--- src/hdl/lcd_pkg.sv ---
/* lcd display link shared definitions
   register map, entry fifo sizing, bus and panel types */
package lcd_pkg;

	// entry fifo sizing
	localparam int fifo_depth = 8;
	localparam int fifo_cnt_w = 4;                  // holds 0 to fifo_depth
	localparam int fifo_ptr_w = $clog2(fifo_depth); // pointers wrap on their own

	// word addresses on the 2-bit bus address
	localparam logic [1:0] adr_ctrl   = 2'd0; // rw, panel reset level and divider
	localparam logic [1:0] adr_cmd    = 2'd1; // wo, command byte
	localparam logic [1:0] adr_pix    = 2'd2; // wo, rgb565 pixel
	localparam logic [1:0] adr_status = 2'd3; // ro

	localparam logic [7:0] div_reset = 8'd3; // half period is div+1 clocks

	// wishbone classic, master side
	typedef struct packed {
		logic        cyc;
		logic        stb;
		logic        we;
		logic [1:0]  adr;   // word address
		logic [31:0] dat_w;
	} wb_req_t;

	// wishbone classic, slave side
	typedef struct packed {
		logic        ack;   // one cycle per access
		logic [31:0] dat_r;
	} wb_rsp_t;

	// command view of an entry payload
	typedef struct packed {
		logic [7:0] pad;  // not sent
		logic [7:0] code; // command byte
	} lcd_cmd_view_t;

	// one payload word, decoded by dc
	typedef union packed {
		lcd_cmd_view_t cmd; // dc 0
		logic [15:0]   pix; // dc 1, rgb565
	} lcd_payload_u;

	// fifo entry, 17 bits
	typedef struct packed {
		logic         dc; // 0 command, 1 pixel
		lcd_payload_u payload;
	} lcd_entry_t;

	// panel pin set
	typedef struct packed {
		logic scl; // spi clock, idles low
		logic sdo; // data to panel
		logic cs;  // active low select
		logic dc;  // data/command
		logic rst; // panel reset, active low
	} lcd_pins_t;

endpackage

--- src/hdl/lcd_wb_regs.sv ---
/* lcd register block
   wishbone classic slave, ctrl and status regs, command and pixel pushes */
module lcd_wb_regs import lcd_pkg::*; (
	input  logic                  clk,
	input  logic                  rst,
	input  wb_req_t               req,
	output wb_rsp_t               rsp,
	output lcd_entry_t            push_entry,
	output logic                  push,
	input  logic                  full,
	input  logic [fifo_cnt_w-1:0] count,
	input  logic                  busy,
	output logic [7:0]            div,
	output logic                  panel_rst
);

	logic         ack_q;    // registered ack
	logic [31:0]  dat_r_q;  // registered read data
	logic         access;   // cycle seen, ack cycle masked out
	logic         fifo_adr; // cmd or pix address
	logic         stall;    // push to a full fifo
	logic         ack_next;
	logic [7:0]   div_q;
	logic         rst_q;    // lcd_rst level
	logic [31:0]  rd_data;
	lcd_payload_u payload;

	// stb still high during the ack cycle, so skip it
	assign access   = req.cyc && req.stb && !ack_q;
	assign fifo_adr = (req.adr == adr_cmd) || (req.adr == adr_pix);
	assign stall    = req.we && fifo_adr && full;
	assign ack_next = access && !stall; // held off until space appears

	// push on the same edge that raises ack
	assign push = ack_next && req.we && fifo_adr;

	// pick the union view from the address
	always_comb begin
		payload = '0;
		if (req.adr == adr_pix) begin
			payload.pix = req.dat_w[15:0]; // whole halfword
		end else begin
			payload.cmd.pad  = 8'h00;
			payload.cmd.code = req.dat_w[7:0]; // low byte only
		end
	end

	assign push_entry.dc      = (req.adr == adr_pix);
	assign push_entry.payload = payload;

	// read mux
	always_comb begin
		rd_data = 32'h0;
		case (req.adr)
			adr_ctrl: begin
				rd_data[15:8] = div_q;
				rd_data[0]    = rst_q;
			end
			adr_status: begin
				rd_data[0]    = busy;
				rd_data[1]    = full;
				rd_data[11:8] = count;
			end
			default: rd_data = 32'h0; // cmd and pix read as zero
		endcase
	end

	// ack and ctrl register
	always_ff @(posedge clk) begin
		if (rst) begin
			ack_q <= 1'b0;
			div_q <= div_reset;
			rst_q <= 1'b0; // panel held in reset
		end else begin
			ack_q <= ack_next;
			if (ack_next && req.we && (req.adr == adr_ctrl)) begin
				div_q <= req.dat_w[15:8];
				rst_q <= req.dat_w[0];
			end
		end
	end

	// read data follows ack
	always_ff @(posedge clk) begin
		if (ack_next) begin
			dat_r_q <= req.we ? 32'h0 : rd_data;
		end
	end

	assign rsp       = '{ack: ack_q, dat_r: dat_r_q};
	assign div       = div_q;
	assign panel_rst = rst_q;

endmodule

--- src/hdl/lcd_entry_fifo.sv ---
/* lcd entry fifo
   circular buffer with occupancy count and zero latency head */
module lcd_entry_fifo import lcd_pkg::*; (
	input  logic                  clk,
	input  logic                  rst,
	input  lcd_entry_t            wr_entry,
	input  logic                  push,
	output logic                  full,
	output lcd_entry_t            rd_entry,
	input  logic                  pop,
	output logic                  empty,
	output logic [fifo_cnt_w-1:0] count
);

	lcd_entry_t            mem [fifo_depth]; // entry storage
	logic [fifo_ptr_w-1:0] wr_ptr;
	logic [fifo_ptr_w-1:0] rd_ptr;
	logic [fifo_cnt_w-1:0] cnt_q;
	logic                  do_push;
	logic                  do_pop;

	assign full  = (cnt_q == fifo_cnt_w'(fifo_depth));
	assign empty = (cnt_q == '0);
	assign count = cnt_q;

	// guard against overflow and underflow
	assign do_push = push && !full;
	assign do_pop  = pop && !empty;

	// head entry straight from storage
	assign rd_entry = mem[rd_ptr];

	// storage write
	always_ff @(posedge clk) begin
		if (do_push) begin
			mem[wr_ptr] <= wr_entry;
		end
	end

	// pointers and count
	always_ff @(posedge clk) begin
		if (rst) begin
			wr_ptr <= '0;
			rd_ptr <= '0;
			cnt_q  <= '0;
		end else begin
			if (do_push) begin
				wr_ptr <= wr_ptr + 1'b1; // wraps at depth
			end
			if (do_pop) begin
				rd_ptr <= rd_ptr + 1'b1;
			end
			// push and pop together leave the count alone
			case ({do_push, do_pop})
				2'b10:   cnt_q <= cnt_q + 1'b1;
				2'b01:   cnt_q <= cnt_q - 1'b1;
				default: cnt_q <= cnt_q;
			endcase
		end
	end

endmodule

--- src/hdl/lcd_spi_tx.sv ---
/* lcd spi transmitter
   mode 0 serializer, 8-bit command or 16-bit pixel frames, msb first */
module lcd_spi_tx import lcd_pkg::*; (
	input  logic       clk,
	input  logic       rst,
	input  lcd_entry_t entry,
	input  logic       empty,
	output logic       pop,
	input  logic [7:0] div,
	input  logic       panel_rst,
	output logic       busy,
	output lcd_pins_t  pins
);

	typedef enum logic [1:0] {
		st_idle,
		st_shift,
		st_gap
	} state_t;

	state_t      state;
	logic [7:0]  half_cnt;  // clocks into the current half period
	logic [7:0]  div_lat;   // divider for the running frame
	logic [3:0]  bit_cnt;   // bits left after the current one
	logic [15:0] shift_q;   // msb is on sdo
	logic [15:0] load_word;
	logic        half_done;
	logic        gap_done;
	logic        start;
	logic        fall;      // scl high to low, next bit
	lcd_pins_t   pins_q;

	assign half_done = (half_cnt == div_lat);
	assign gap_done  = (state == st_gap) && half_done;

	// frame may start straight out of the gap
	assign start = !empty && ((state == st_idle) || gap_done);
	assign pop   = start; // head is valid this cycle
	assign busy  = (state != st_idle);

	// command byte left aligned, pixel as is
	assign load_word = entry.dc ? entry.payload.pix : {entry.payload.cmd.code, 8'h00};

	// end of a high half with bits still to go
	assign fall = (state == st_shift) && half_done && pins_q.scl && (bit_cnt != 4'd0);

	// fsm, counters and pins
	always_ff @(posedge clk) begin
		if (rst) begin
			state    <= st_idle;
			half_cnt <= '0;
			div_lat  <= '0;
			bit_cnt  <= '0;
			pins_q   <= '{scl: 1'b0, sdo: 1'b0, cs: 1'b1, dc: 1'b0, rst: 1'b0};
		end else begin
			pins_q.rst <= panel_rst; // registered straight through
			if (start) begin
				state      <= st_shift;
				half_cnt   <= '0;
				div_lat    <= div; // divider sampled per frame
				bit_cnt    <= entry.dc ? 4'd15 : 4'd7;
				pins_q.cs  <= 1'b0;
				pins_q.dc  <= entry.dc;
				pins_q.scl <= 1'b0;
				pins_q.sdo <= load_word[15]; // msb out with cs
			end else begin
				case (state)
					st_shift: begin
						if (!half_done) begin
							half_cnt <= half_cnt + 1'b1;
						end else begin
							half_cnt <= '0;
							if (!pins_q.scl) begin
								pins_q.scl <= 1'b1; // panel samples here
							end else if (bit_cnt == 4'd0) begin
								pins_q.scl <= 1'b0; // last bit done
								pins_q.cs  <= 1'b1;
								pins_q.sdo <= 1'b0;
								state      <= st_gap;
							end else begin
								pins_q.scl <= 1'b0;
								pins_q.sdo <= shift_q[14]; // next bit while low
								bit_cnt    <= bit_cnt - 1'b1;
							end
						end
					end
					st_gap: begin
						// cs high for div+1 clocks
						if (half_done) begin
							state <= st_idle;
						end else begin
							half_cnt <= half_cnt + 1'b1;
						end
					end
					default: half_cnt <= '0;
				endcase
			end
		end
	end

	// data shifter
	always_ff @(posedge clk) begin
		if (start) begin
			shift_q <= load_word;
		end else if (fall) begin
			shift_q <= {shift_q[14:0], 1'b0};
		end
	end

	assign pins = pins_q;

endmodule

--- src/hdl/lcd_subsys.sv ---
/* lcd display link top
   register block feeding the entry fifo and the spi transmitter */
module lcd_subsys import lcd_pkg::*; (
	input  logic      clk,
	input  logic      rst,
	input  wb_req_t   req,
	output wb_rsp_t   rsp,
	output lcd_pins_t pins
);

	lcd_entry_t            push_entry; // regs to fifo
	logic                  push;
	logic                  full;
	lcd_entry_t            head_entry; // fifo to serializer
	logic                  pop;
	logic                  empty;
	logic [fifo_cnt_w-1:0] count;      // for status
	logic                  busy;
	logic [7:0]            div;
	logic                  panel_rst;

	// producer, bus side
	lcd_wb_regs u_regs (
		.clk        (clk),
		.rst        (rst),
		.req        (req),
		.rsp        (rsp),
		.push_entry (push_entry),
		.push       (push),
		.full       (full),
		.count      (count),
		.busy       (busy),
		.div        (div),
		.panel_rst  (panel_rst)
	);

	lcd_entry_fifo u_fifo (
		.clk      (clk),
		.rst      (rst),
		.wr_entry (push_entry),
		.push     (push),
		.full     (full),
		.rd_entry (head_entry),
		.pop      (pop),
		.empty    (empty),
		.count    (count)
	);

	// consumer, panel side
	lcd_spi_tx u_spi (
		.clk       (clk),
		.rst       (rst),
		.entry     (head_entry),
		.empty     (empty),
		.pop       (pop),
		.div       (div),
		.panel_rst (panel_rst),
		.busy      (busy),
		.pins      (pins)
	);

endmodule

--- config.mk ---
export PLATFORM = sky130hd
export DESIGN_NAME = lcd_subsys
export DESIGN_NICKNAME = d
export VERILOG_FILES = /design/src/hdl/lcd_pkg.sv /design/src/hdl/lcd_wb_regs.sv /design/src/hdl/lcd_entry_fifo.sv /design/src/hdl/lcd_spi_tx.sv /design/src/hdl/lcd_subsys.sv
export SDC_FILE = /design/constraint.sdc
export NUM_CORES = 1
export LEC_CHECK = 0
export BUFFER_PORTS_ARGS = -buffer_cell sky130_fd_sc_hd__buf_2
export CELL_PAD_IN_SITES_DETAIL_PLACEMENT = 1
export CELL_PAD_IN_SITES_GLOBAL_PLACEMENT = 2
export CORE_MARGIN = 5
export CORE_UTILIZATION = 43
export DETAILED_ROUTE_END_ITERATION = 10
export PLACE_DENSITY_LB_ADDON = 0.3
export SETUP_SLACK_MARGIN = 0.4
export SYNTH_ARGS = -nofsm -noshare
export SYNTH_HDL_FRONTEND = slang
export SYNTH_HIERARCHICAL = 1
export SYNTH_SLANG_ARGS = --single-unit
--- constraint.sdc ---
create_clock -name clk -period 4.57 [get_ports clk]
set_input_delay 0.914 -clock clk [delete_from_list [all_inputs] [get_ports clk]]
set_output_delay 0.914 -clock clk [all_outputs]
set_load 0.01 [all_outputs]
### Word-level counts from Yosys, hierarchy flattened

Memories as Yosys holds them, arrays and structs flattened. A register that Yosys moved wholly into a read port is not among the register bits.
Cells that the tools add are included.

* bits in read-only memories: 0
* output and inout bits: 38
* memories kept: 1
* RAM bits: 136
* input port bits: 39
* latch bits: 0
* flip-flop bits (word level): 94
* logic and storage cells: 126

Memories
* u_fifo.mem: words 8, width 17, rd ports 1, clocked after Yosys merged registers in 1, wr ports 1, line lcd_entry_fifo.sv:15 `lcd_entry_t mem [fifo_depth];`

* reduce and logical (&&, ||, !) cells: 44
* bitwise gates (word level): 2
* multipliers: 0
* $add $sub $neg: 6
* shift operators: 0
* multiplexer cells: 33
* divide/modulo/power cells: 0
* $lt $le $gt $ge: 0
* eq/ne operators: 19

Operators with widths (count)
* 16-bit 2-to-1 mux: 2
* 15-bit 2-to-1 mux: 2
* 4-bit 2-to-1 mux: 6
* 2-bit 2-to-1 mux: 8
* 8-bit 2-to-1 mux: 2
* 4-bit one-hot mux with 2 select lines: 2
* 8-bit one-hot mux with 2 select lines: 1
* 2-bit nonzero test: 8
* 1-bit logical AND: 15
* 5-bit AND reduction: 2
* 3-bit by 2-bit != test with 1-bit output (second input constant): 3
* 8-bit by 1-bit adder with 8-bit output (second input constant): 1
* 2-bit equality test (second input constant): 4
* 8-bit equality test: 1
* 4-bit zero test: 2
* 4-bit AND reduction: 2
* 4-bit by 1-bit subtractor with 4-bit output (second input constant): 2
* 3-bit by 1-bit adder with 3-bit output (second input constant): 2
* 2-bit by 1-bit equality test with 1-bit output (second input constant): 3
* 1-bit 2-to-1 mux: 6
* 3-bit 2-to-1 mux: 2
* 2-bit by 1-bit != test with 1-bit output (second input constant): 3
* 2-bit != test (second input constant): 3
* 2-bit OR reduction: 3
* 13 further kinds: 19

### Depth between registers and ports, before layout

Gate-level depths: netlist (run 1).

* depth after elaboration: 11
* depth in mapped cells: 14
* gate-level depth less buffers: 13

### Cells and area by module

The synthesis (run 1) kept the hierarchy.

By module, submodules not included
* lcd_entry_fifo: cells an instance 271, area each 5890.6 um^2, times used 1, seq. area each 4344.2 um^2
* lcd_spi_tx: cells an instance 216, area each 2103.3 um^2, times used 1, seq. area each 991.0 um^2
* lcd_wb_regs: cells an instance 121, area each 1218.7 um^2, times used 1, seq. area each 500.5 um^2

### Worst setup path after synthesis (run 1)

OpenSTA, ideal clock, no wires.

* path kind: input to register
* from: input port req[32] (netlist name)
* to: memory u_fifo/mem[0][0] (netlist name) (enable)
* stages on the path: 7
* slack: 0.277 ns
* library setup time: 0.435 ns
* path buffers: 1
* arrival time: 3.859 ns
* required time: 4.135 ns
* path through: inv_1 > ha_1 > buf_2 > nand2_1 > nor3_1 > nand2_8 > nor4_1

* word-level cells in the longest chain between the ends: 11
* elaborated cells between the ends (all ways): 12

RTL lines
* start: declaration: line lcd_subsys.sv:6 `input wb_req_t req,`
* 2-bit by 1-bit equality test with 1-bit output or 2-bit equality test (tied branches): line lcd_wb_regs.sv:30 `assign fifo_adr = (req.adr == adr_cmd) || (req.adr == adr_pix);`
* 1-bit logical OR (*): line lcd_wb_regs.sv:30
* 1-bit logical AND (2 in series): line lcd_wb_regs.sv:31 `assign stall = req.we && fifo_adr && full;`
* 1-bit zero test: line lcd_wb_regs.sv:32 `assign ack_next = access && !stall;`
* 1-bit logical AND: line lcd_wb_regs.sv:32
* 1-bit logical AND: line lcd_wb_regs.sv:35 `assign push = ack_next && req.we && fifo_adr;`
* 1-bit logical AND (*): line lcd_wb_regs.sv:35
* via push: line lcd_subsys.sv:12 `logic push;`
* 1-bit logical AND (*): line lcd_entry_fifo.sv:27 `assign do_push = push && !full;`
* 1-bit 2-to-1 mux (*): line lcd_entry_fifo.sv:35 `if (do_push) begin`
* 1-bit 2-to-1 mux (not written as such) (*): line lcd_entry_fifo.sv:36 `mem[wr_ptr] <= wr_entry;`
* end: declaration: line lcd_entry_fifo.sv:15

Mark *: on every way through the listed nets, which the timed path passes. The rest lies on a longest branch.

### Final worst setup path (run 1)

* from: register u_fifo.cnt_q[1], in the netlist u_fifo/count[1]
* to: register u_fifo.cnt_q[2], in the netlist u_fifo/count[2]

* elaborated cells between the ends (all ways): 18

RTL lines
* start: declaration: line lcd_entry_fifo.sv:18 `logic [fifo_cnt_w-1:0] cnt_q;`
* start signal: assignment: line lcd_entry_fifo.sv:55 `2'b10: cnt_q <= cnt_q + 1'b1;`
* start signal: assignment: line lcd_entry_fifo.sv:56 `2'b01: cnt_q <= cnt_q - 1'b1;`
* start signal: assignment: line lcd_entry_fifo.sv:57 `default: cnt_q <= cnt_q;`
* 4-bit zero test (*): line lcd_entry_fifo.sv:23 `assign empty = (cnt_q == '0);`
* via empty: line lcd_subsys.sv:16 `logic empty;`
* 1-bit zero test (*): line lcd_spi_tx.sv:37 `assign start = !empty && ((state == st_idle) || gap_done);`
* 1-bit logical AND (*): line lcd_spi_tx.sv:37
* via pop: line lcd_subsys.sv:15 `logic pop;`
* 1-bit logical AND (*): line lcd_entry_fifo.sv:28 `assign do_pop = pop && !empty;`
* via u_fifo.do_pop: line lcd_entry_fifo.sv:20 `logic do_pop;`
* 2-bit by 1-bit equality test with 1-bit output or 2-bit equality test (tied branches): line lcd_entry_fifo.sv:54 `case ({do_push, do_pop})`
* 4-bit one-hot mux with 2 select lines or 2-bit nonzero test (tied branches)

Marks and branches as above.
A chain may end at the register's enable or synchronous reset.

==> flow_metrics.py, run 1 <==
metrics = {
    "run_status": {
        "run_status": "completed",
    },
    "sta": {
        "clock_skew_ns": 0.0153,
        "fin_crit_ns": 3.42,
        "fmax_ghz": 0.292,
        "fin_crit_sh": 0.748,
        "tightestPinTransition_ns": 1.21,
        "final_max_slew_viol_count": 0,
        "hold_viol_final": 0,
        "fin_tns_setup_ns": 0,
        "setup_viol": 0,
        "max-slew-margin-rel": 0.192,
        "rsz0062_at_grt": "no",
    },
    "setup_path": {
        "rr_startpoint": "u_fifo/count[1]",
        "rr_worst_depth": 12,
        "crit_path_end_kind": "flop",
        "cp.depth": 12,
        "cpPeakStageDelay_ns": 0.73,
        "r2r-end": "u_fifo/count[2]",
        "crit_path_end": "u_fifo/count[2]",
        "worstPathArrival_ns": 3.87,
        "path_max_fanout": 9,
        "required_ns": 5.02,
        "cp_num_buf_inv": 1,
        "r2r_setup_slack_ns": 1.15,
        "worst_path_max_delay_cell": "nor4_1",
        "path_cells": "nor4_1 > nor2b_1 > a32oi_4 > inv_2 > o41a_1 > ha_1 > xor2_1 > ha_1 > a21oi_1 > xor2_1 > or3_1 > a21oi_1",
        "cp-start-kind": "flop",
        "crit_family": "simple AND/OR/NAND/NOR gates",
        "worstSetupPathType": "flop to flop",
        "startpoint": "u_fifo/count[1]",
    },
    "cts": {
        "clk_path_buf_depth": 3,
        "cts_root_buf": "clkbuf_16",
        "post_cts_resize_count": 0,
        "clock_latency_ns": 0.52,
        "cts_setup_buffers": 0,
        "clk_pin_slew_ns": 0.06,
        "cts_buffers": 24,
        "postCtsHoldBufs": 0,
        "cts_tree": "done",
        "h-tree-depth": 1,
        "clkSinkCount": 211,
    },
    "cells_and_area": {
        "finalNetCount": 698,
        "final_cells": 939,
        "fill_cells": 2057,
        "final_util": 0.489,
        "antenna_cells": 0,
        "stdcell_area_mm2": 0.0103,
        "final_cell_mix": "161 x edfxtp_1, 49 x dfxtp_1, 38 x buf_2, 36 x nor2_1, 29 x mux2i_1",
        "final_common_cell": "edfxtp_1",
        "final_layout_size_suffix_gt1_frac": 0.214,
        "syn_to_final_growth_pct": 11.9,
    },
    "synthesis": {
        "synth_xor_area_frac": 0.0227,
        "yosys.area_share.simple": 0.0890,
        "ys_ff_latch": 211,
        "syn_inst": 608,
        "synth_top_family_by_area": "multiplexers",
        "synth_compound_area_frac": 0.0384,
        "syn_avg_cell_area_um2": 15.2,
        "ys_warn_count": 6,
        "syn_area_mm2": 0.00921,
        "synth_fa_ha_area_frac": 0.0177,
        "ys_seq_area_frac": 0.633,
        "async_flop_share": 0,
        "synth_flop_cell": "edfxtp_1",
        "synth-edff-count": 161,
        "ys_types": 59,
        "muxShareOfSynthArea": 0.146,
    },
    "route": {
        "detail-route-antenna-nets": 0,
        "via_count": 4961,
        "viasPerCell": 5.28,
        "wire_per_inst_um": 20.0,
        "drtPass1Iterations": 4,
        "drc": 0,
        "wl_mm": 18.7,
        "drt-initial-drc-count": 264,
    },
    "global_route": {
        "grt_pass1_vias": 5271,
        "track_usage": 0.155,
        "grt_max_degree": 49,
        "grt_pass1_wl_mm": 29.8,
        "grt_antenna_before_repair": 1,
        "grt-ovfl-total": 0,
    },
    "die": {
        "die_h_um": 156,
        "dieArea_mm2": 0.0245,
        "initial_core_util": 0.437,
        "fp.dieW_um": 156,
        "rows": 53,
        "io-pin-count": 77,
        "core-area_mm2": 0.0211,
    },
    "run": {
        "maxCapViolCount": 0,
    },
    "pwr": {
        "fin_total_pwr_mw": 4.02,
        "cellLeakagePower_nw": 3.69,
        "vdd_drop_max_v": 0.000294,
        "p_per_area_mw_per_mm2": 390,
    },
    "placed_design": {
        "dp_hpwl_mm": 11.7,
        "place_area_mm2": 0.00957,
        "gp_congestion": 0.774,
        "dp_cells": 895,
        "portBuffers": 38,
    },
    "min_path": {
        "hp-class": "flop to flop",
    },
}
-- sequential cells by signal, summed over array words and instances, names as in the netlist, named ones only --
name,count
u_fifo/mem,136
u_spi/shift_q,15
u_regs/dat_r_q,10
u_regs/div,8
u_spi/div_lat,8
u_spi/half_cnt,8
u_spi/pins,5
u_fifo/count,4
u_spi/bit_cnt,4
u_fifo/rd_ptr,3
u_fifo/wr_ptr,3
u_spi/state,2
u_regs/ack_q,1
u_regs/panel_rst,1
-- through the flow --
stage	hold WS [ns]	setup slack (ns)
floorplan	0.457	0.630
global placement	0.470	1.18
detailed placement	0.484	1.13
CTS	0.474	1.10
global route	0.494	0.897
finish	0.482	1.15
-- cells in the mapped netlist, types with 7 or more instances --
cell type | count | area (µm²)
edfxtp_1 | 161 | 4830
dfxtp_1 | 50 | 1000
nor2_1 | 36 | 135
buf_4 | 32 | 240
mux2i_1 | 29 | 290
nand2_1 | 28 | 105
mux2_2 | 20 | 225
o21ai_0 | 20 | 100
mux4_1 | 17 | 447
mux4_2 | 17 | 383
nand2b_1 | 17 | 106
inv_1 | 14 | 52.6
nor3_1 | 14 | 70.1
xor2_1 | 14 | 123
and2_1 | 13 | 81.3
ha_1 | 13 | 163
a21oi_1 | 11 | 55.1
clkbuf_1 | 11 | 41.3
buf_2 | 10 | 50.1
buf_6 | 8 | 90.1
xnor2_1 | 8 | 70.1
nand3_1 | 7 | 35.0
-- final cells by class --
class                      count  area, µm²  area share
clock buffer                  39        687      0.0666
tap                          275        344      0.0334
clock inverter                 5       53.8     0.00522
multi-input combinational    341       3030       0.294
sequential                   211       5840       0.566
inverter                      15       56.3     0.00546
timing repair buffer          53        303      0.0294
-- layer usage --
metal  global-route usage  wire length, µm  share of wire  up-vias
met4               0.0314              219          0.012        0
met5                    0                0              0        -
met1                0.216             8390           0.45     2551
met3               0.0241              843          0.045       17
met2                0.263             9290           0.50       74
li1                     -                -              -     2319
-- worst min-delay path by stage --
stage	startpoint	endpoint	depth (start not counted)
after floorplan	u_regs/div[4]	u_regs/div[4]	2
after global placement	u_spi/pins[3]	u_spi/pins[3]	2
after detailed placement	u_regs/panel_rst	u_spi/pins[0]	1
after CTS	u_regs/panel_rst	u_spi/pins[0]	1
after global routing	u_regs/panel_rst	u_spi/pins[0]	1
final	u_regs/panel_rst	u_spi/pins[0]	1
-- logic make-up (layout without fill, tap and decap cells) --
family	after synthesis	in the layout
AO/OA/AOI/OAI	55	55
XOR/XNOR	23	23
adder cells (fa/ha/maj)	13	13
buffers and inverters	77	112
flip-flops	211	211
multiplexers	83	83
other	1	22
AND/OR/NAND/NOR	145	145
-- report_power, final --
| group | switching [mW] | total, mW | internal, mW |
|---|---|---|---|
| logic | 0.101 | 0.154 | 0.0533 |
| registers | 0.0117 | 2.09 | 2.08 |
| clock network | 0.743 | 1.78 | 1.04 |
No activity file was read; power rests on OpenSTA's default activity.
==> run 2: changes to the inputs <==
CORE_UTILIZATION = 39   (was 43)
clock period = 2.9 ns   (was 4.57 ns; I/O delays follow)
==> run 2 against run 1 <==
Hold slack worse by 0.14 ns. Utilization down 2.1 points. Clock-buffer cell count down 11. Final cell count up 7.2%. Maximum frequency up 26%.
==> flow_metrics.py, run 2 (synthesized netlist as in run 1, its figures left out) <==
metrics = {
    "global_route": {
        "track_usage": 0.149,
        "grt_pass1_vias": 5509,
        "grt-ovfl-total": 0,
        "grt_antenna_before_repair": 0,
        "grt_max_degree": 48,
        "grt_pass1_wl_mm": 31.1,
    },
    "sta": {
        "rsz0062_at_grt": "yes",
        "final_max_slew_viol_count": 0,
        "fin_crit_ns": 2.71,
        "max-slew-margin-rel": 0.206,
        "tightestPinTransition_ns": 1.19,
        "setup_viol": 0,
        "fmax_ghz": 0.369,
        "clock_skew_ns": 0.00938,
        "hold_viol_final": 0,
        "fin_crit_sh": 0.935,
    },
    "die": {
        "dieArea_mm2": 0.0268,
        "core-area_mm2": 0.0233,
        "initial_core_util": 0.395,
        "rows": 56,
        "die_h_um": 164,
        "io-pin-count": 77,
        "fp.dieW_um": 164,
    },
    "cts": {
        "clock_latency_ns": 0.50,
        "cts_tree": "done",
        "clkSinkCount": 211,
        "cts_root_buf": "clkbuf_16",
        "clk_path_buf_depth": 3,
        "cts_buffers": 23,
        "h-tree-depth": 1,
        "clk_pin_slew_ns": 0.06,
        "postCtsHoldBufs": 0,
    },
    "setup_path": {
        "worstPathArrival_ns": 3.10,
        "required_ns": 3.29,
        "path_max_fanout": 4,
        "startpoint": "u_spi/half_cnt[5]",
        "rr_startpoint": "u_spi/half_cnt[5]",
        "cp-start-kind": "flop",
        "rr_worst_depth": 11,
        "crit_path_end_kind": "flop",
        "worstSetupPathType": "flop to flop",
    },
    "min_path": {
        "min_from": "req[3]",
        "hp-class": "primary input to flop",
        "whs_path_depth": 1,
    },
    "route": {
        "wire_per_inst_um": 19.5,
        "drc": 0,
        "drt-initial-drc-count": 183,
        "viasPerCell": 5.00,
        "detail-route-antenna-nets": 0,
        "wl_mm": 19.6,
        "via_count": 5030,
        "drtPass1Iterations": 4,
    },
    "run": {
        "maxCapViolCount": 0,
    },
    "placed_design": {
        "dp_hpwl_mm": 12.9,
        "gp_congestion": 0.762,
        "portBuffers": 38,
    },
    "cells_and_area": {
        "final_common_cell": "edfxtp_1",
        "syn_to_final_growth_pct": 18.4,
        "final_cell_mix": "161 x edfxtp_1, 41 x dfxtp_1, 38 x buf_2, 33 x nor2_1, 31 x buf_4",
        "finalNetCount": 723,
        "antenna_cells": 0,
        "largestRegisters": "u_fifo/mem (136), u_spi/shift_q (15), u_regs/dat_r_q (10)",
        "top_register": "u_fifo/mem",
        "final_util": 0.468,
        "final_layout_size_suffix_gt1_frac": 0.299,
        "largest_reg_flops": 136,
    },
    "pwr": {
        "p_per_area_mw_per_mm2": 601,
        "vdd_drop_max_v": 0.000399,
        "cellLeakagePower_nw": 3.89,
        "fin_total_pwr_mw": 6.56,
    },
    "run_status": {
        "run_status": "completed",
    },
}
[run 2: cell types whose count changed in the layout (fill, tap and decap cells not counted), sizes merged]
cell | previous run | this run
buf | 53 | 79
bufinv | 0 | 3
clkbuf | 39 | 28
clkinv | 4 | 8
clkinvlp | 0 | 2
[run 2: metrics by stage]
| step | worst slack, ns | instance area, µm² | hold slack, ns | cells | TNS, ns |
|---|---|---|---|---|---|
| after floorplan | 0.0595 | 9450 | 0.457 | 629 | 0 |
| after global routing | 0.0874 | 10900 | 0.337 | 1007 | 0 |
| after CTS | 0.201 | 10800 | 0.326 | 1003 | 0 |
| final | 0.188 | 10900 | 0.346 | 1007 | 0 |
| after global placement | 0.0998 | 9980 | 0.477 | 958 | 0 |
| after detailed placement | -0.0216 | 9980 | 0.479 | 958 | -0.0216 |
[run 2: worst paths after layout]
path                       to  slack [ns]
max reg2reg   u_fifo/count[3]        0.19
min          u_fifo/mem[4][3]        0.35
max           u_fifo/count[3]        0.19
min reg2reg     u_spi/pins[3]        0.48
[run 2: routing by layer]
layer  wire [µm]  global-route usage
met1        8530               0.197
met2       10000               0.262
met3         833              0.0228
met4         246              0.0320
met5           0                   0
[run 2: timing repair]
| item | CTS | global route |
|---|---|---|
| setup buffers | 3 | 4 |
| pin swaps | 9 | 2 |
| resized for setup | 11 | 12 |
| setup endpoints to repair | 2 | 3 |
[run 2: worst max-delay path: stages, from the launching register on]
cell	delay (ns)
dfxtp_4	0.36
xor2_2	0.16
nor4_4	0.36
a32oi_4	0.17
inv_2	0.12
o41a_1	0.28
ha_2	0.24
buf_4	0.12
nand2b_1	0.06
a211o_1	0.27
a21oi_2	0.14
mux2_4	0.30
[run 2: final cells by class]
type / instances / area [µm²]
well taps: 319 / 399
fillers: 2312 / 12400
flip-flops and latches: 211 / 5850
clock inverters: 14 / 150
repair buffers: 79 / 606
multi-input cells: 341 / 3200
clock buffers: 28 / 636
inverters: 15 / 73.8
[run 2: power by group]
part	switching, mW	internal, mW
combinational	0.173	0.103
sequential	0.0168	3.28
clock	1.16	1.83
==> run 3: changes to the inputs <==
ABC_AREA = 1   (was unset)
CORE_UTILIZATION = 35   (was 39)
==> run 3 against run 2 <==
First-iteration DRC count grew 34%. Power up 44%. Register-to-register slack gained 0.31 ns. Synthesized cell count grew 55%. Sequential cell count unchanged. Largest cell class unchanged. Largest power group unchanged. Highest routed layer unchanged.
==> flow_metrics.py, run 3 <==
metrics = {
    "pwr": {
        "cellLeakagePower_nw": 4.23,
        "vdd_drop_max_v": 0.000427,
        "p_per_area_mw_per_mm2": 855,
    },
    "synthesis": {
        "syn_avg_cell_area_um2": 10.1,
        "ys_seq_area_frac": 0.614,
        "yosysMostFrequentCell": "nand2_1",
        "synth_top_cell_area_share": 0.508,
        "ys_ff_latch": 211,
        "ys_types": 39,
        "synth_xor_area_frac": 0.0129,
        "muxShareOfSynthArea": 0.0179,
        "syn_area_mm2": 0.00951,
        "yosys.area_share.simple": 0.159,
        "synth_fa_ha_area_frac": 0.0171,
        "ys_top_cells_by_area": "edfxtp_1 51%, dfxtp_1 11%, nand2_1 7.2%, nor2_1 4.6%, o21ai_0 4.5%",
        "syn_inst": 941,
        "synth_flop_cell": "edfxtp_1",
        "ys_warn_count": 6,
        "synth_compound_area_frac": 0.0924,
        "yosys-top-cells-count": "183 x nand2_1, 161 x edfxtp_1, 117 x nor2_1",
        "synth-edff-count": 161,
        "synth_top_family_by_area": "simple AND/OR/NAND/NOR gates",
        "async_flop_share": 0,
        "synth_area_leader_cell": "edfxtp_1",
    },
    "setup_path": {
        "path_max_fanout": 8,
        "crit_path_end": "u_fifo/count[2]",
        "required_ns": 3.34,
        "cpMostUsedCell": "inv_1",
        "cp-start-kind": "flop",
        "crit_path_end_kind": "flop",
        "cp.depth": 16,
        "cp_num_buf_inv": 4,
        "rr_worst_depth": 16,
        "worst_path_max_delay_cell": "dfxtp_1",
        "r2r-end": "u_fifo/count[2]",
        "startpoint": "u_fifo/count[2]",
        "path_cells": "inv_1 > nand3_2 > inv_1 > nand3_2 > nand2_4 > nor3_4 > nand2_4 > ha_4 > nand2_1 > inv_1 > nor2_1 > ha_2 > a21oi_2 > xnor2_1 > o21ai_1 > inv_1",
        "crit_family": "simple AND/OR/NAND/NOR gates",
        "worstSetupPathType": "flop to flop",
        "worstPathArrival_ns": 2.84,
        "r2r_setup_slack_ns": 0.50,
        "rr_startpoint": "u_fifo/count[2]",
        "cpPeakStageDelay_ns": 0.39,
    },
    "die": {
        "io-pin-count": 77,
        "die_h_um": 175,
        "fp.dieW_um": 175,
        "rows": 60,
        "core-area_mm2": 0.0269,
        "dieArea_mm2": 0.0306,
        "initial_core_util": 0.354,
    },
    "route": {
        "drt-initial-drc-count": 245,
        "detail-route-antenna-nets": 0,
        "drtPass1Iterations": 5,
        "drc": 0,
        "viasPerCell": 4.79,
        "wl_mm": 22.5,
        "wire_per_inst_um": 16.7,
        "via_count": 6462,
    },
    "placed_design": {
        "dp_hpwl_mm": 14.6,
        "portBuffers": 38,
        "gp_congestion": 0.724,
    },
    "cts": {
        "clkSinkCount": 211,
        "cts_buffers": 26,
        "clock_latency_ns": 0.54,
        "cts_setup_buffers": 0,
        "clk_path_buf_depth": 3,
        "h-tree-depth": 1,
        "cts_root_buf": "clkbuf_16",
        "clk_pin_slew_ns": 0.06,
        "postCtsHoldBufs": 0,
        "cts_tree": "done",
    },
    "sta": {
        "fin_crit_ns": 2.40,
        "max-slew-margin-rel": 0.610,
        "hold_viol_final": 0,
        "fin_tns_setup_ns": 0,
        "fmax_ghz": 0.416,
        "rsz0062_at_grt": "yes",
        "whs_ns": 0.297,
        "final_max_slew_viol_count": 0,
        "fin_crit_sh": 0.829,
        "setup_viol": 0,
        "clock_skew_ns": 0.0242,
        "tightestPinTransition_ns": 0.584,
    },
    "cells_and_area": {
        "final_layout_size_suffix_gt1_frac": 0.154,
        "antenna_cells": 0,
        "final_cell_mix": "179 x nand2_1, 161 x edfxtp_1, 109 x nor2_1, 88 x inv_1, 84 x o21ai_0",
        "fill_cells": 3018,
        "finalNetCount": 1041,
        "final_common_cell": "nand2_1",
        "largestRegisters": "u_fifo/mem (136), u_spi/shift_q (15), u_regs/dat_r_q (10)",
        "top_register": "u_fifo/mem",
        "largest_reg_flops": 136,
        "syn_to_final_growth_pct": 16.5,
    },
    "run_status": {
        "run_status": "completed",
    },
    "min_path": {
        "hp-class": "primary input to flop",
        "whs_path_depth": 1,
    },
    "global_route": {
        "track_usage": 0.146,
        "grt_pass1_wl_mm": 36.3,
        "grt_pass1_vias": 6611,
        "grt-ovfl-total": 0,
        "grt_max_degree": 37,
        "grt_antenna_before_repair": 0,
    },
    "run": {
        "maxCapViolCount": 0,
    },
}
[run 3: worst min path at each step]
stage,slack [ns],endpoint,from
after detailed placement,0.46,u_spi/pins[2],u_spi/pins[2]
after global routing,0.29,u_fifo/mem[1][5],req[5]
after CTS,0.28,u_fifo/mem[1][4],req[4]
after floorplan,0.42,u_spi/pins[0],u_regs/panel_rst
after global placement,0.44,u_spi/pins[2],u_spi/pins[2]
final,0.30,u_fifo/mem[0][4],req[4]
[run 3: cell type report]
type / instances / area, µm² / share of cell area
Clock buffer: 40 / 743 / 0.0671
Sequential cell: 211 / 5840 / 0.527
Inverter: 98 / 377 / 0.0340
Tap cell: 341 / 427 / 0.0385
Multi-Input combinational cell: 585 / 3030 / 0.274
Clock inverter: 8 / 148 / 0.0133
Timing Repair inverter: 1 / 7.51 / 0.000678
Timing Repair Buffer: 66 / 500 / 0.0452
[run 3: kinds of logic (layout without fill, tap and decap cells)]
family	Yosys count	after routing
other	1	22
buffers and inverters	166	213
adder cells (fa/ha/maj)	13	13
AO/OA/AOI/OAI	161	161
multiplexers	17	17
XOR/XNOR	14	14
flip-flops	211	211
AND/OR/NAND/NOR	358	358
[run 3: routing by layer]
metal / track usage / wire [µm] / up-vias
met5: 0 / 0 / -
met4: 0.0334 / 410 / 0
met3: 0.0199 / 594 / 29
met2: 0.248 / 10700 / 73
met1: 0.201 / 10700 / 3143
li1: - / - / 3217
[run 3: metrics by stage]
step | setup WS (ns) | total power, mW | util | cell area (µm²) | instances
after global routing | 0.296 | 10.1 | 0.412 | 11100 | 1350
after detailed placement | 0.189 | 6.27 | 0.378 | 10200 | 1301
after CTS | 0.401 | 9.59 | 0.411 | 11000 | 1349
after floorplan | 0.219 | 5.70 | - | 9670 | 962
final | 0.496 | 9.47 | 0.412 | 11100 | 1350
after global placement | 0.243 | 6.20 | 0.378 | 10200 | 1301
[run 3: where the power goes]
part           leakage, nW  switching [mW]  internal [mW]
combinational         1.92            1.65          0.759
sequential            1.88           0.145           3.63
clock                0.426            1.25           2.04
total                 4.23            3.04           6.43
[run 3: what timing repair did]
| item | 4_1_cts | 5_1_grt |
|---|---|---|
| gates resized for setup | 2 | 10 |
| cloned | 0 | 1 |
| setup endpoints to repair | 1 | 17 |
[run 3: worst register-to-register path, stage by stage, from the launching register on]
cell and delay [ns]:
dfxtp_1 0.39, inv_1 0.13, nand3_2 0.15, inv_1 0.09
nand3_2 0.11, nand2_4 0.07, nor3_4 0.26, nand2_4 0.12
ha_4 0.19, nand2_1 0.06, inv_1 0.04, nor2_1 0.15
ha_2 0.20, a21oi_2 0.04, xnor2_1 0.12, o21ai_1 0.13
inv_1 0.05
